<file path="config.mk">
export PLATFORM = sky130hd
export DESIGN_NAME = snn_core_top
export DESIGN_NICKNAME = d
export VERILOG_FILES = /design/src/verilog/snn_types_pkg.sv /design/src/verilog/snn_ctrl_pkg.sv /design/src/verilog/aer_in_rx.sv /design/src/verilog/event_scheduler.sv /design/src/verilog/snn_controller.sv /design/src/verilog/synapse_mem.sv /design/src/verilog/neuron_array.sv /design/src/verilog/aer_out_tx.sv /design/src/verilog/snn_core_top.sv
export VERILOG_INCLUDE_DIRS = /design/src /design/src/include
export SDC_FILE = /design/constraint.sdc
export NUM_CORES = 1
export LEC_CHECK = 0
export BUFFER_PORTS_ARGS = -buffer_cell sky130_fd_sc_hd__buf_2
export CAP_MARGIN = 20
export CELL_PAD_IN_SITES_DETAIL_PLACEMENT = 2
export CELL_PAD_IN_SITES_GLOBAL_PLACEMENT = 2
export CORE_ASPECT_RATIO = 1.4
export CORE_UTILIZATION = 49
export CTS_CLUSTER_SIZE = 28
export DETAILED_ROUTE_END_ITERATION = 10
export PLACE_DENSITY = 0.84
export SKIP_LAST_GASP = 1
export SYNTH_ARGS = -nofsm -noshare
export SYNTH_HDL_FRONTEND = slang
export SYNTH_SLANG_ARGS = --single-unit
</file>
<file path="constraint.sdc">
create_clock -name CLK -period 5.3 [get_ports CLK]
set_clock_uncertainty 0.1 [all_clocks]
set_input_delay 1.06 -clock CLK [delete_from_list [all_inputs] [get_ports CLK]]
set_output_delay 1.06 -clock CLK [all_outputs]
set_load 0.05 [all_outputs]
</file>
<file path="src/include/snn_macros.svh">
`ifndef SNN_MACROS_SVH
`define SNN_MACROS_SVH

// --------------------
// network size
// --------------------
`define SNN_PRE_NEURONS     16   // input neurons, one weight row each
`define SNN_POST_NEURONS    4    // output neurons, all updated in parallel
`define SNN_TIME_STEPS      4    // steps per sample

// --------------------
// datapath widths
// --------------------
`define SNN_WEIGHT_WIDTH    8    // signed
`define SNN_MEM_WIDTH       12   // signed membrane, saturating
`define SNN_CNT_WIDTH       3    // spikes per neuron per sample
`define SNN_GOODNESS_WIDTH  8    // sum of squared counts

// --------------------
// neuron and queue settings
// --------------------
`define SNN_THRESHOLD       64   // fire at or above
`define SNN_FIFO_DEPTH      8    // input event queue, power of two

`endif

</file>
<file path="src/verilog/snn_types_pkg.sv">
`default_nettype none

`include "snn_macros.svh"

package snn_types_pkg;

    // --------------------
    // indices
    // --------------------
    typedef logic [$clog2(`SNN_PRE_NEURONS)-1:0]  pre_addr_t;   // input neuron
    typedef logic [$clog2(`SNN_POST_NEURONS)-1:0] post_idx_t;   // output neuron
    typedef logic [$clog2(`SNN_TIME_STEPS)-1:0]   tstep_t;

    // --------------------
    // neuron data
    // --------------------
    typedef logic signed [`SNN_WEIGHT_WIDTH-1:0] weight_t;
    // output neuron 0 sits in the low byte
    typedef logic [`SNN_POST_NEURONS*`SNN_WEIGHT_WIDTH-1:0] weight_row_t;
    typedef logic signed [`SNN_MEM_WIDTH-1:0] membrane_t;
    typedef logic [`SNN_CNT_WIDTH-1:0]        spike_cnt_t;
    typedef logic [`SNN_POST_NEURONS-1:0]     spike_vec_t;  // one bit per output
    typedef logic [`SNN_GOODNESS_WIDTH-1:0]   goodness_t;

    // --------------------
    // AER words
    // --------------------
    typedef logic [$bits(pre_addr_t):0] aer_in_t;   // msb set = time-step marker
    typedef logic [$bits(tstep_t)+$bits(post_idx_t)-1:0] aer_out_t;  // {tstep, idx}

endpackage

`default_nettype wire

</file>
<file path="src/verilog/snn_ctrl_pkg.sv">
`default_nettype none

package snn_ctrl_pkg;

    // main sequencer
    typedef enum logic [2:0] {
        ctrl_idle,        // look at queue head
        ctrl_pop,         // pop neuron event, latch address
        ctrl_read_row,    // weight row read issued
        ctrl_integrate,   // row on bus, add to membranes
        ctrl_wait_out,    // output link must drain first
        ctrl_fire,        // threshold compare, pop marker
        ctrl_sample_end,  // goodness capture
        ctrl_clear        // neurons reset, finish pulse
    } ctrl_state_t;

    // four-phase handshake, rx and tx side
    typedef enum logic [1:0] {
        link_idle,
        link_req_wait,    // request seen / raised
        link_ack_wait     // waiting for the return-to-zero
    } link_state_t;

endpackage

`default_nettype wire

</file>
<file path="src/verilog/aer_in_rx.sv">
`timescale 1ns/10ps
`default_nettype none

module aer_in_rx (
    input  logic                   CLK,
    input  logic                   arst_n,
    input  snn_types_pkg::aer_in_t aer_in_addr,
    input  logic                   aer_in_req,
    output logic                   aer_in_ack,
    input  logic                   fifo_full,
    output logic                   push,
    output snn_types_pkg::aer_in_t push_data
);
    import snn_types_pkg::*;
    import snn_ctrl_pkg::*;

    logic        req_s1;
    logic        req_s2;    // synchronized request
    link_state_t state;
    logic        capture;   // take the word, one shot per request

    assign capture = (state == link_req_wait) && !fifo_full;

    always_ff @(posedge CLK or negedge arst_n) begin
        if (!arst_n) begin
            req_s1     <= 1'b0;
            req_s2     <= 1'b0;
            state      <= link_idle;
            push       <= 1'b0;
            aer_in_ack <= 1'b0;
        end else begin
            req_s1 <= aer_in_req;
            req_s2 <= req_s1;
            push   <= 1'b0;                 // single-cycle strobe
            case (state)
                link_idle:     if (req_s2) state <= link_req_wait;
                link_req_wait: if (capture) begin   // ack held off while full
                    push       <= 1'b1;
                    aer_in_ack <= 1'b1;
                    state      <= link_ack_wait;
                end
                link_ack_wait: if (!req_s2) begin   // return to zero
                    aer_in_ack <= 1'b0;
                    state      <= link_idle;
                end
                default:       state <= link_idle;
            endcase
        end
    end

    // address is stable while req is high
    always_ff @(posedge CLK) begin
        if (capture) push_data <= aer_in_addr;
    end

endmodule

`default_nettype wire

</file>
<file path="src/verilog/event_scheduler.sv">
`timescale 1ns/10ps
`default_nettype none

`include "snn_macros.svh"

module event_scheduler (
    input  logic                   CLK,
    input  logic                   arst_n,
    input  logic                   push,
    input  logic                   pop,
    input  snn_types_pkg::aer_in_t push_data,
    output snn_types_pkg::aer_in_t head,
    output logic                   empty,
    output logic                   full
);
    import snn_types_pkg::*;

    localparam int AW = $clog2(`SNN_FIFO_DEPTH);

    aer_in_t        mem_q [`SNN_FIFO_DEPTH];
    logic [AW-1:0]  wr_ptr;
    logic [AW-1:0]  rd_ptr;
    logic [AW:0]    count_q;     // occupancy, 0..depth
    logic           do_push;
    logic           do_pop;

    assign do_push = push && !full;
    assign do_pop  = pop && !empty;
    assign empty   = (count_q == '0);
    assign full    = (count_q == (AW+1)'(`SNN_FIFO_DEPTH));
    assign head    = mem_q[rd_ptr];   // fall-through, no pop needed

    always_ff @(posedge CLK) begin
        if (do_push) mem_q[wr_ptr] <= push_data;
    end

    always_ff @(posedge CLK or negedge arst_n) begin
        if (!arst_n) begin
            wr_ptr  <= '0;
            rd_ptr  <= '0;
            count_q <= '0;
        end else begin
            if (do_push) wr_ptr <= wr_ptr + 1'b1;   // wraps at depth
            if (do_pop)  rd_ptr <= rd_ptr + 1'b1;
            case ({do_push, do_pop})
                2'b10:   count_q <= count_q + 1'b1;
                2'b01:   count_q <= count_q - 1'b1;
                default: count_q <= count_q;        // both or none
            endcase
        end
    end

endmodule

`default_nettype wire

</file>
<file path="src/verilog/snn_controller.sv">
`timescale 1ns/10ps
`default_nettype none

`include "snn_macros.svh"

module snn_controller (
    input  logic                     CLK,
    input  logic                     arst_n,
    input  logic                     empty,
    input  snn_types_pkg::aer_in_t   head,
    output logic                     pop,
    output logic                     row_rd,
    output snn_types_pkg::pre_addr_t row_addr,
    output logic                     integrate,
    output logic                     fire,
    output logic                     sample_end,
    input  logic                     out_busy,
    output logic                     out_load,
    output snn_types_pkg::tstep_t    cur_tstep,
    output logic                     one_sample_finish
);
    import snn_types_pkg::*;
    import snn_ctrl_pkg::*;

    localparam tstep_t LAST_TSTEP = tstep_t'(`SNN_TIME_STEPS - 1);

    ctrl_state_t state;
    ctrl_state_t state_nxt;
    pre_addr_t   addr_q;       // input neuron of the event in flight
    tstep_t      tstep_q;
    logic        done_q;       // last step fired, drain then close
    logic        out_load_q;
    logic        is_marker;

    assign is_marker = head[$bits(aer_in_t)-1];

    // --------------------
    // next state
    // --------------------
    always_comb begin
        state_nxt = state;
        case (state)
            ctrl_idle: begin
                if (done_q)
                    state_nxt = ctrl_wait_out;   // busy is valid by now
                else if (!empty)
                    state_nxt = is_marker ? ctrl_wait_out : ctrl_pop;
            end
            ctrl_pop:        state_nxt = ctrl_read_row;
            ctrl_read_row:   state_nxt = ctrl_integrate;
            ctrl_integrate:  state_nxt = ctrl_idle;
            ctrl_wait_out: begin
                if (!out_busy) state_nxt = done_q ? ctrl_sample_end : ctrl_fire;
            end
            ctrl_fire:       state_nxt = ctrl_idle;   // load goes out next cycle
            ctrl_sample_end: state_nxt = ctrl_clear;
            ctrl_clear:      state_nxt = ctrl_idle;
            default:         state_nxt = ctrl_idle;
        endcase
    end

    always_ff @(posedge CLK or negedge arst_n) begin
        if (!arst_n) begin
            state      <= ctrl_idle;
            tstep_q    <= '0;
            done_q     <= 1'b0;
            out_load_q <= 1'b0;
        end else begin
            state      <= state_nxt;
            out_load_q <= (state == ctrl_fire);
            if (out_load_q) tstep_q <= tstep_q + 1'b1;  // wraps to 0 after last step
            if (state == ctrl_fire && tstep_q == LAST_TSTEP)
                done_q <= 1'b1;
            else if (state == ctrl_sample_end)
                done_q <= 1'b0;
        end
    end

    always_ff @(posedge CLK) begin
        if (state == ctrl_pop) addr_q <= head[$bits(pre_addr_t)-1:0];
    end

    // --------------------
    // strobes, decoded from state
    // --------------------
    assign pop               = (state == ctrl_pop) || (state == ctrl_fire); // marker pops at fire
    assign row_rd            = (state == ctrl_read_row);
    assign row_addr          = addr_q;
    assign integrate         = (state == ctrl_integrate);
    assign fire              = (state == ctrl_fire);
    assign sample_end        = (state == ctrl_sample_end);
    assign one_sample_finish = (state == ctrl_clear);   // goodness valid here
    assign out_load          = out_load_q;
    assign cur_tstep         = tstep_q;

endmodule

`default_nettype wire

</file>
<file path="src/verilog/synapse_mem.sv">
`timescale 1ns/10ps
`default_nettype none

`include "snn_macros.svh"

module synapse_mem (
    input  logic                       CLK,
    input  logic                       wt_we,
    input  snn_types_pkg::pre_addr_t   wt_addr,
    input  snn_types_pkg::weight_row_t wt_data,
    input  logic                       row_rd,
    input  snn_types_pkg::pre_addr_t   row_addr,
    output snn_types_pkg::weight_row_t row_data
);
    import snn_types_pkg::*;

    weight_row_t mem_q [`SNN_PRE_NEURONS];   // one packed row per input neuron

    // write port, loaded between samples
    always_ff @(posedge CLK) begin
        if (wt_we) mem_q[wt_addr] <= wt_data;
    end

    // registered read, row valid one cycle after row_rd
    always_ff @(posedge CLK) begin
        if (row_rd) row_data <= mem_q[row_addr];
    end

endmodule

`default_nettype wire

</file>
<file path="src/verilog/neuron_array.sv">
`timescale 1ns/10ps
`default_nettype none

`include "snn_macros.svh"

module neuron_array (
    input  logic                       CLK,
    input  logic                       arst_n,
    input  snn_types_pkg::weight_row_t row_data,
    input  logic                       integrate,
    input  logic                       fire,
    input  logic                       sample_end,
    output snn_types_pkg::spike_vec_t  spikes,
    output snn_types_pkg::goodness_t   goodness
);
    import snn_types_pkg::*;

    localparam int NP = `SNN_POST_NEURONS;
    localparam int MW = `SNN_MEM_WIDTH;

    membrane_t  mem_q   [NP];
    membrane_t  mem_add [NP];   // saturated membrane + weight
    spike_cnt_t cnt_q   [NP];
    logic       above   [NP];   // at or over threshold
    logic       clr_q;          // clear pending, cycle after sample_end
    goodness_t  good_nxt;

    // --------------------
    // saturating add
    // --------------------
    always_comb begin : sat_add
        logic signed [MW:0] sum;   // one guard bit
        weight_t            w;
        for (int i = 0; i < NP; i++) begin
            w   = row_data[i*`SNN_WEIGHT_WIDTH +: `SNN_WEIGHT_WIDTH];
            sum = mem_q[i] + w;
            if (sum[MW] != sum[MW-1])   // overflow, clamp by sign
                mem_add[i] = sum[MW] ? {1'b1, {(MW-1){1'b0}}} : {1'b0, {(MW-1){1'b1}}};
            else
                mem_add[i] = sum[MW-1:0];
            above[i] = (mem_q[i] >= `SNN_THRESHOLD);
        end
    end

    // goodness = sum of count squared
    always_comb begin
        good_nxt = '0;
        for (int i = 0; i < NP; i++) good_nxt = good_nxt + cnt_q[i] * cnt_q[i];
    end

    always_ff @(posedge CLK or negedge arst_n) begin
        if (!arst_n) begin
            for (int i = 0; i < NP; i++) begin
                mem_q[i] <= '0;
                cnt_q[i] <= '0;
            end
            spikes   <= '0;
            goodness <= '0;
            clr_q    <= 1'b0;
        end else begin
            clr_q <= sample_end;
            if (sample_end) goodness <= good_nxt;   // held until next sample
            for (int i = 0; i < NP; i++) begin
                if (clr_q) begin                    // new sample
                    mem_q[i] <= '0;
                    cnt_q[i] <= '0;
                end else if (integrate) begin
                    mem_q[i] <= mem_add[i];
                end else if (fire && above[i]) begin
                    mem_q[i] <= '0;                 // reset on spike
                    cnt_q[i] <= cnt_q[i] + 1'b1;
                end
                if (fire) spikes[i] <= above[i];
            end
        end
    end

endmodule

`default_nettype wire

</file>
<file path="src/verilog/aer_out_tx.sv">
`timescale 1ns/10ps
`default_nettype none

module aer_out_tx (
    input  logic                    CLK,
    input  logic                    arst_n,
    input  logic                    out_load,
    input  snn_types_pkg::spike_vec_t spikes,
    input  snn_types_pkg::tstep_t   cur_tstep,
    output logic                    busy,
    output snn_types_pkg::aer_out_t aer_out_addr,
    output logic                    aer_out_req,
    input  logic                    aer_out_ack
);
    import snn_types_pkg::*;
    import snn_ctrl_pkg::*;

    link_state_t state;
    spike_vec_t  pend_q;      // spikes not yet sent
    tstep_t      tstep_q;     // step of the loaded vector
    post_idx_t   low_idx;
    logic        ack_s1;
    logic        ack_s2;      // synchronized ack
    logic        send;

    // lowest pending index goes first
    always_comb begin
        low_idx = '0;
        for (int i = $bits(spike_vec_t) - 1; i >= 0; i--) begin
            if (pend_q[i]) low_idx = post_idx_t'(i);
        end
    end

    assign send = (state == link_idle) && !out_load && (pend_q != '0);
    assign busy = (state != link_idle) || (pend_q != '0);   // zero load stays idle

    always_ff @(posedge CLK or negedge arst_n) begin
        if (!arst_n) begin
            ack_s1      <= 1'b0;
            ack_s2      <= 1'b0;
            state       <= link_idle;
            pend_q      <= '0;
            aer_out_req <= 1'b0;
        end else begin
            ack_s1 <= aer_out_ack;
            ack_s2 <= ack_s1;
            case (state)
                link_idle: begin
                    if (out_load) begin
                        pend_q <= spikes;
                    end else if (send) begin
                        pend_q[low_idx] <= 1'b0;
                        aer_out_req     <= 1'b1;
                        state           <= link_req_wait;
                    end
                end
                link_req_wait: if (ack_s2) begin    // receiver took it
                    aer_out_req <= 1'b0;
                    state       <= link_ack_wait;
                end
                link_ack_wait: if (!ack_s2) state <= link_idle;
                default:       state <= link_idle;
            endcase
        end
    end

    // payload, held for the whole handshake
    always_ff @(posedge CLK) begin
        if (state == link_idle && out_load) tstep_q <= cur_tstep;
        if (send) aer_out_addr <= {tstep_q, low_idx};
    end

endmodule

`default_nettype wire

</file>
<file path="src/verilog/snn_core_top.sv">
`timescale 1ns/10ps
`default_nettype none

module snn_core_top (
    input  logic                       CLK,
    input  logic                       arst_n,
    // AER in
    input  snn_types_pkg::aer_in_t     aer_in_addr,
    input  logic                       aer_in_req,
    output logic                       aer_in_ack,
    // AER out
    output snn_types_pkg::aer_out_t    aer_out_addr,
    output logic                       aer_out_req,
    input  logic                       aer_out_ack,
    // weight load
    input  logic                       wt_we,
    input  snn_types_pkg::pre_addr_t   wt_addr,
    input  snn_types_pkg::weight_row_t wt_data,
    // sample result
    output logic                       one_sample_finish,
    output snn_types_pkg::goodness_t   goodness
);
    import snn_types_pkg::*;

    // --------------------
    // internal nets
    // --------------------
    logic        push, pop, fifo_empty, fifo_full;
    aer_in_t     push_data, fifo_head;
    logic        row_rd, integrate, fire, sample_end;
    pre_addr_t   row_addr;
    weight_row_t row_data;
    spike_vec_t  spikes;
    logic        out_load, out_busy;
    tstep_t      cur_tstep;

    aer_in_rx u_aer_in_rx (
        .CLK, .arst_n, .aer_in_addr, .aer_in_req, .aer_in_ack,
        .fifo_full (fifo_full), .push (push), .push_data (push_data)
    );

    event_scheduler u_event_scheduler (
        .CLK, .arst_n, .push, .pop, .push_data,
        .head (fifo_head), .empty (fifo_empty), .full (fifo_full)
    );

    snn_controller u_snn_controller (
        .CLK, .arst_n, .empty (fifo_empty), .head (fifo_head), .pop,
        .row_rd, .row_addr, .integrate, .fire, .sample_end,
        .out_busy, .out_load, .cur_tstep, .one_sample_finish
    );

    synapse_mem u_synapse_mem (
        .CLK, .wt_we, .wt_addr, .wt_data, .row_rd, .row_addr, .row_data
    );

    neuron_array u_neuron_array (
        .CLK, .arst_n, .row_data, .integrate, .fire, .sample_end, .spikes, .goodness
    );

    aer_out_tx u_aer_out_tx (
        .CLK, .arst_n, .out_load, .spikes, .cur_tstep, .busy (out_busy),
        .aer_out_addr, .aer_out_req, .aer_out_ack
    );

endmodule

`default_nettype wire

</file>
* After elaboration in Yosys (flattened, before gate mapping)
Memories as Yosys holds them, arrays and structs flattened. A register that Yosys moved wholly into a read port is not among the register bits.
Cells that the tools add are included.
** Word-level totals
- Flip-flop bits (word level) :: 120
- Bits in writable memories :: 552
- Output and inout bits :: 15
- Memories :: 2
** Memories
- u_synapse_mem.mem_q :: words 16, width 32, read ports 1, clocked after memory_dff 1, wr ports 1, RTL line synapse_mem.sv:17 : weight_row_t mem_q [`SNN_PRE_NEURONS];
- u_event_scheduler.mem_q :: words 8, width 5, read ports 1, clocked after memory_dff 0, wr ports 1, RTL line event_scheduler.sv:20 : aer_in_t mem_q [`SNN_FIFO_DEPTH];
** Operators by class
- Add/subtract/negate cells :: 16
- Multipliers :: 4
- Magnitude comparators :: 6
- Equal/unequal tests :: 29
- Muxes and demuxes :: 71
- Bitwise gates (word level) :: 2
- Reduce and logical (&&, ||, !) cells :: 47
** Operator list (number)
- $mux 12 :: 20
- $add 12x8->13 :: 4
- $ge 12x8->1 const B :: 4
- $mux 3 :: 16
- $mul 3x3->6 :: 4
- $mux 2 :: 12
- $reduce_bool 2->1 :: 10
- $add 3x1->3 const B :: 6
- $pmux 3 s6 :: 1
- $add 8x6->8 :: 2
- $mux 1 :: 14
- $eq 3x3->1 const B :: 4
- $logic_and 1x1->1 :: 12
- $pmux 2 s3 :: 2
- $reduce_and 2->1 :: 6
- $reduce_bool 3->1 :: 4
- $ne 2x1->1 const B :: 5
- $eq 2x2->1 const B :: 4
- $mux 4 :: 2
- $ne 2x2->1 const B :: 4
- $pmux 4 s2 :: 1
- $reduce_and 4->1 :: 2
- $add 6x6->7 :: 1
- $eq 2x1->1 const B :: 3
- other kinds (22) :: 32

* Longest topological paths before layout
Gate-level depths: netlist (run 1).
- Depth after elaboration :: 12
- Mapped depth :: 17

* Hierarchy
A second synthesis (run 1) with hierarchy kept.
** Second synthesis, totals
- Cells, all modules :: 1752
- Area, all modules :: 29966.2 sq um
** By module, submodules not included
- synapse_mem :: times used 1, cells an instance 838, area an instance 20155.6 sq um, sequential area each 16335.7 sq um
- neuron_array :: times used 1, cells an instance 685, area an instance 6221.0 sq um, sequential area each 1826.8 sq um
- event_scheduler :: times used 1, cells an instance 127, area an instance 2173.3 sq um, sequential area each 1451.4 sq um
- aer_out_tx :: times used 1, cells an instance 43, area an instance 586.8 sq um, sequential area each 405.4 sq um
- snn_controller :: times used 1, cells an instance 39, area an instance 469.2 sq um, sequential area each 295.3 sq um
- aer_in_rx :: times used 1, cells an instance 20, area an instance 360.3 sq um, sequential area each 300.3 sq um

* Least setup slack after synthesis (run 1)
No wires, ideal clock.
- Path type :: input to register
- From :: input port wt_addr[3]
- To :: memory u_synapse_mem.mem_q[0][0] in the netlist's numbering (enable)
- Library setup time :: 0.461 ns
- Arrival time :: 3.779 ns
- Setup slack :: 0.960 ns
- Stages :: 2
- Buffers on the path :: 0
- Cell sequence :: or3b_2 -> nor3_1
** RTL lines
- from (decl) :: RTL line snn_core_top.sv:17 : input snn_types_pkg::pre_addr_t wt_addr,
- to (decl) :: RTL line synapse_mem.sv:17
No word-level cell before the write port.

* Final worst setup path (run 1)
- From :: register u_neuron_array.cnt_q[6] in the netlist's numbering
- To :: register u_neuron_array.goodness[6]
** On the way
- Word-level cells in the longest chain between the ends :: 4
** RTL lines
- from (decl) :: RTL line neuron_array.sv:23 : spike_cnt_t cnt_q [NP];
- from (signal, indexed assignment) :: RTL line neuron_array.sv:71 : cnt_q[i] <= cnt_q[i] + 1'b1;
- $mul 3x3->6 :: RTL line neuron_array.sv:48 : for (int i = 0; i < NP; i++) good_nxt = good_nxt + cnt_q[i] * cnt_q[i];
- $add 6x6->7 :: RTL line neuron_array.sv:48
- $add 8x6->8 (2 in series) :: RTL line neuron_array.sv:48
- to (signal assigned) :: RTL line neuron_array.sv:62 : if (sample_end) goodness <= good_nxt;
- to (decl) :: RTL line neuron_array.sv:14 : output snn_types_pkg::goodness_t goodness
Every way passes these cells.
A chain may end at the register's enable or synchronous reset.

==> results of run 1 <==
registers in the layout, indices dropped and copies added, names as in the netlist, 3 cells and up:
register,flops
u_aer_out_tx.pend_q,4
u_neuron_array.spikes,4
u_event_scheduler.count_q,4
u_event_scheduler.mem_q,40
u_neuron_array.goodness,8
u_aer_out_tx.aer_out_addr,4
u_neuron_array.cnt_q,12
u_event_scheduler.wr_ptr,3
u_event_scheduler.rd_ptr,3
u_aer_in_rx.push_data,5
u_snn_controller.state,3
u_neuron_array.mem_q,48
u_synapse_mem.mem_q,512
u_snn_controller.row_addr,4
u_synapse_mem.row_data,32
per-stage QoR:
step	setup slack, ns	cells	utilization, %
global route	1.08	2498	56.0
global placement	1.43	2368	52.2
CTS	1.30	2495	56.0
finish	1.34	2498	56.0
detailed placement	1.32	2370	52.2
floorplan	0.960	1588	-
synthesized netlist by cell type (12+ instances only):
cell	instances	area, um^2
a21oi_1	37	185
xnor2_1	40	350
mux4_2	170	3830
edfxtp_1	599	18000
clkbuf_1	34	128
buf_2	21	105
nor2_1	91	342
dfrtp_1	105	2630
fa_1	12	240
o21ai_0	30	150
a221o_1	20	200
nand2_1	68	255
nor3_1	24	120
xor2_1	20	175
a21o_1	19	143
inv_1	36	135
o21ai_1	23	115
ha_1	84	1050
cell type report:
cell class,count,area (um^2),share of cell area [%]
Clock inverter,36,394,1.19
Tap cell,749,937,2.84
Sequential cell,704,20600,62.4
Antenna cell,1,2.50,0.00757
Inverter,36,135,0.409
Timing Repair Buffer,96,631,1.91
Multi-Input combinational cell,787,8500,25.7
Clock buffer,89,1840,5.57
power by group through the flow:
stage,registers (mW),clock network [mW],logic [mW]
after floorplan,7.20,0,4.47
after global placement,7.34,0,5.60
after detailed placement,7.39,0,6.18
after CTS,7.32,5.10,6.50
after global routing,7.38,5.26,6.94
final,7.31,5.03,6.47
final timing paths:
kind                                               from                         end  slack, ns  depth (start not counted)
worst max register to register  u_neuron_array.cnt_q[6]  u_neuron_array.goodness[6]       1.34                         17
min in group asynchronous                        arst_n          u_aer_in_rx.req_s1       0.50                          1
worst max-delay path            u_neuron_array.cnt_q[6]  u_neuron_array.goodness[6]       1.34                         17
worst min register to register      u_aer_out_tx.ack_s1         u_aer_out_tx.ack_s2       0.26                          0
worst min-delay path                u_aer_out_tx.ack_s1         u_aer_out_tx.ack_s2       0.26                          0
max in group asynchronous                        arst_n    u_neuron_array.mem_q[20]       3.45                          2
worst reg2reg max path, delay by kind of cell, from the launching register on:
| family | cells | cell delay, ns |
|---|---|---|
| xor gates and xnor gates | 1 | 0.15 |
| buffers and inverters | 4 | 0.23 |
| adders and majority gates | 7 | 2.38 |
| AOI/OAI and AO/OA | 2 | 0.24 |
| DFF | 1 | 0.45 |
| and+or+nand+nor | 3 | 0.25 |
routing by layer:
metal  routed length, um  track usage, %  part of all wire, %  vias up
li1                    -               -                    -     6570
met1               33300            37.2                   39     8725
met2               44900            50.7                   52      663
met3                4650            4.09                  5.4      194
met4                2760            10.4                  3.2        8
met5                  62               0                0.072        -
cell families after synthesis:
kind of cell	count (synthesis)	share of synthesized area, %
DFF	704	70.1
and+or+nand+nor	249	3.99
AOI/OAI and AO/OA	199	4.81
muxes	180	13.4
buffers and inverters	97	1.43
adders and majority gates	97	4.42
xor gates and xnor gates	62	1.90
==> results.yml, run 1 <==
outcome:
  status: "finished clean"
finish:
  area.growth.synth_to_final_pct: 12.4
  mostFrequentLayoutCells: "edfxtp_1 (599), mux4_2 (170), dfrtp_1 (105)"
  nFillCells: 4856
  finalNetCount: 1836
  final_cell_area_um2: 33100
  layout_commonest_cell: "edfxtp_1"
  drive_above_1_share_pct: 23.9
die:
  dieWidth_um: 209
  rows: 105
  start_util_pct: 49.9
  die-area_um2: 61000
  io_pins: 61
  die_h_um: 292
  core_area_um2: 59000
worst_setup_path:
  path_max_fanout: 5
  crit_path_end_kind: "flip-flop"
  worst_setup_path_start_kind: "flip-flop"
  crit_required_ns: 5.67
  cp_top_family: "adder cells"
  cp.arrival_ns: 4.33
  worst_path_largest_cell_delay_ns: 0.53
  worst_path_max_delay_cell: "fa_1"
  path_class: "reg -> reg"
  crit_chain: "inv_1 > ha_1 > ha_1 > nor2_1 > fa_1 > inv_1 > ha_1 > fa_1 > inv_1 > fa_1 > inv_1 > ha_1 > a21oi_1 > nor2_1 > nor2_1 > xor2_1 > o21ai_0"
  critPathBufInv: 4
detailed_routing:
  drtAntennaViolNets: 0
  drc: 0
  firstDrtPassIters: 8
  avgViaCountPerCell: 6.47
  wl_per_cell_um: 34.3
  drt_wl_total_um: 85800
  drt_iter0_drc: 1426
  num_vias: 16160
power_and_ir_drop:
  power_density_nw_per_um2: 569
  irDropWorstVdd_mv: 0.347
  swShare_pct: 34.8
  leakage_nw: 11.6
  p_seq_share_pct: 38.9
  p_comb_share_pct: 34.4
  total_power_mw: 18.8
  switchingPower_mw: 6.54
  internal-power_mw: 12.3
  clkPwrFrac_pct: 26.7
grt:
  grt_overflow: 0
  antenna_found_initial: 6
  grt_pass1_wl_um: 127000
  grt_start_max_net_pins: 102
  grt_pass1_vias: 18044
  grtUsageTotal_pct: 29.1
clock_tree:
  cts_setup_buffers: 0
  h-tree-depth: 3
  cts_root_buffer: "clkbuf_16"
  numCtsBuffers: 69
  path_clk_slew_ns: 0.06
  clk_path_buf_depth: 3
  cts_resized: 0
  cts_tree: "yes"
  clkLatencyLatePin_ns: 0.63
  numClockSinks: 704
  hold_buffers: 0
place:
  placed_area_um2: 30800
  dp_hpwl_um: 48600
  io_buffers: 60
  gp_congestion: 0.781
timing:
  period_share_pct: 74.7
  rsz0062_at_grt: "false"
  report.final.slew_viol_count: 0
  fmax_ghz: 0.253
  worst_slew_pin_slew_ns: 1.06
  finalSetupViolations: 0
  finalCriticalPeriod_ns: 3.96
  hold_ws_ns: 0.261
  max_slew_margin_pct: 29.0
  finalHoldViolations: 0
  tns_ns: 0
yosys:
  syn-cell-area_um2: 29400
  ys_ff_latch: 704
  synth_cells: 1588
  synth_cell_types: 69
  synth_edf_count: 599
  avgSynthCellArea_um2: 18.5
  yosysWarnings: 0
  ys_seq_area_share_pct: 70.1
  synth_ff_type: "edfxtp_1"
  synthesis.nets: 1730
  async_flop_share_pct: 14.9
flow_run:
  drv_cap: 0
hold_path:
  min-delay-path-class: "reg -> reg"
(Power assumes the default switching activity.)
==> run 2, diff against run 1 <==
==> constraint.sdc (replaced) <==
create_clock -name CLK -period 3.8 [get_ports CLK]
set_clock_uncertainty 0.1 [all_clocks]
set_input_delay 0.76 -clock CLK [delete_from_list [all_inputs] [get_ports CLK]]
set_output_delay 0.76 -clock CLK [all_outputs]
set_load 0.05 [all_outputs]
==> results.yml, run 2 (same netlist as run 1, synthesis figures left out) <==
outcome:
  status: "finished clean"
finish:
  final_cell_area_um2: 33200
  area.growth.synth_to_final_pct: 13.0
  mostFrequentLayoutCells: "edfxtp_1 (599), mux4_2 (170), dfrtp_1 (105)"
  drive_above_1_share_pct: 24.7
  finalNetCount: 1837
  largestRegisters: "u_synapse_mem.mem_q x512, u_neuron_array.mem_q x48, u_event_scheduler.mem_q x40"
  stdcell_count: 2499
  final_util_pct: 56.3
  largest_reg_flops: 512
  layout_commonest_cell: "edfxtp_1"
  registers.top_by_ff_count: "u_synapse_mem.mem_q"
place:
  io_buffers: 60
  gp_congestion: 0.772
  dp_hpwl_um: 48800
  placed_area_um2: 30900
  place_inst: 2374
detailed_routing:
  drtAntennaViolNets: 0
  drt_wl_total_um: 86200
  drt_iter0_drc: 1355
  firstDrtPassIters: 7
  num_vias: 15998
  drc: 0
  wl_per_cell_um: 34.5
  avgViaCountPerCell: 6.40
grt:
  grtUsageTotal_pct: 29.3
  grt_pass1_wl_um: 128000
  antenna_found_initial: 4
  grt_start_max_net_pins: 129
  grt_pass1_vias: 18053
  grt_overflow: 0
timing:
  period_share_pct: 95.5
  worst_slew_pin_slew_ns: 0.966
  finalCriticalPeriod_ns: 3.63
  finalSetupViolations: 0
  max_slew_margin_pct: 35.1
  fmax_ghz: 0.275
  finalHoldViolations: 0
  report.final.slew_viol_count: 0
  rsz0062_at_grt: "false"
clock_tree:
  cts_tree: "yes"
  clkLatencyLatePin_ns: 0.63
  numClockSinks: 704
  cts_setup_buffers: 0
  clk_path_buf_depth: 3
  numCtsBuffers: 68
  cts_root_buffer: "clkbuf_16"
  h-tree-depth: 3
  path_clk_slew_ns: 0.06
  hold_buffers: 0
flow_run:
  drv_cap: 0
die:
  dieWidth_um: 209
  io_pins: 61
  core_area_um2: 59000
  rows: 105
  start_util_pct: 49.9
  die_h_um: 292
  die-area_um2: 61000
power_and_ir_drop:
  total_power_mw: 26.4
  power_density_nw_per_um2: 795
  irDropWorstVdd_mv: 0.475
  leakage_nw: 11.6
worst_setup_path:
  crit_required_ns: 4.18
  worst_setup_path_start_kind: "flip-flop"
  crit_path_end_kind: "flip-flop"
  path_max_fanout: 3
  path_class: "reg -> reg"
  cp.arrival_ns: 4.01
hold_path:
  min-delay-path-class: "in -> async"
## run 2: changes by cell type in the layout (fill, tap and decap cells not counted), moves of 2 or more
cell and change:
inv_1 -4, clkinv_1 +3, ha_4 +4, clkinvlp_4 -3
clkbuf_16 +2, buf_4 -4, clkbuf_1 -3, buf_12 +7
ha_1 -5, inv_2 +4, a21oi_1 -2
## run 2: timing repair
| item | CTS | global route |
|---|---|---|
| pin swaps | 0 | 7 |
| gates cloned | 0 | 0 |
| gates resized for setup | 7 | 10 |
| setup endpoints to repair | 3 | 2 |
## run 2: through the flow
stage	worst slack [ns]	setup TNS (ns)	hold WS (ns)
final	0.169	0	0.109
after global routing	0.00824	0	0.141
after CTS	0.0147	0	0.120
after detailed placement	-0.122	-0.181	0.241
after global placement	0.0178	0	0.242
after floorplan	0.0614	0	0.231
## run 2: routing by layer
metal	vias up	global-route usage, %	share of wire (%)
li1	6566	-	-
met1	8679	36.8	39
met2	587	52.5	54
met3	162	3.78	5.0
met4	4	9.47	2.8
met5	-	0	0.030
## run 2: where the power goes
group          switching [mW]  internal [mW]  total (mW)  leakage (nW)
Sequential              0.820           9.36        10.2          6.76
Clock                    3.06           3.99        7.05          1.11
Combinational            5.21           3.98        9.20          3.79
Total                    9.09           17.3        26.4          11.6
## run 2: worst max-delay path: stages (launching register included)
cell	delay, ns
dfrtp_1	0.39
inv_2	0.08
ha_4	0.12
ha_2	0.16
nor2_1	0.05
fa_1	0.49
inv_2	0.05
ha_4	0.15
fa_2	0.51
inv_1	0.05
fa_1	0.49
inv_2	0.05
ha_4	0.25
a21oi_2	0.13
nor2_1	0.05
nor2_1	0.12
xor2_1	0.16
o21ai_1	0.07
## run 2: area by class of cell
class	instances	area [um^2]
clock inverters	36	372
well taps	749	937
fillers	4854	25700
clock buffers	88	1880
repair buffers	98	713
inverters	36	135
multi-input cells	787	8580
flip-flops and latches	704	20600
diodes	1	2.50
## run 2: path summary, 6_finish.rpt
kind,cells past startpoint,from,slack [ns],to
max in group asynchronous,2,arst_n,2.62,u_neuron_array.mem_q[36]
hold / removal,1,arst_n,0.11,u_aer_in_rx.aer_in_ack
setup reg to reg,17,u_neuron_array.cnt_q[6],0.17,u_neuron_array.goodness[6]
hold reg to reg,0,u_aer_in_rx.req_s1,0.25,u_aer_in_rx.req_s2
setup / recovery,17,u_neuron_array.cnt_q[6],0.17,u_neuron_array.goodness[6]
min in group CLK,1,aer_in_req,0.15,u_aer_in_rx.req_s1
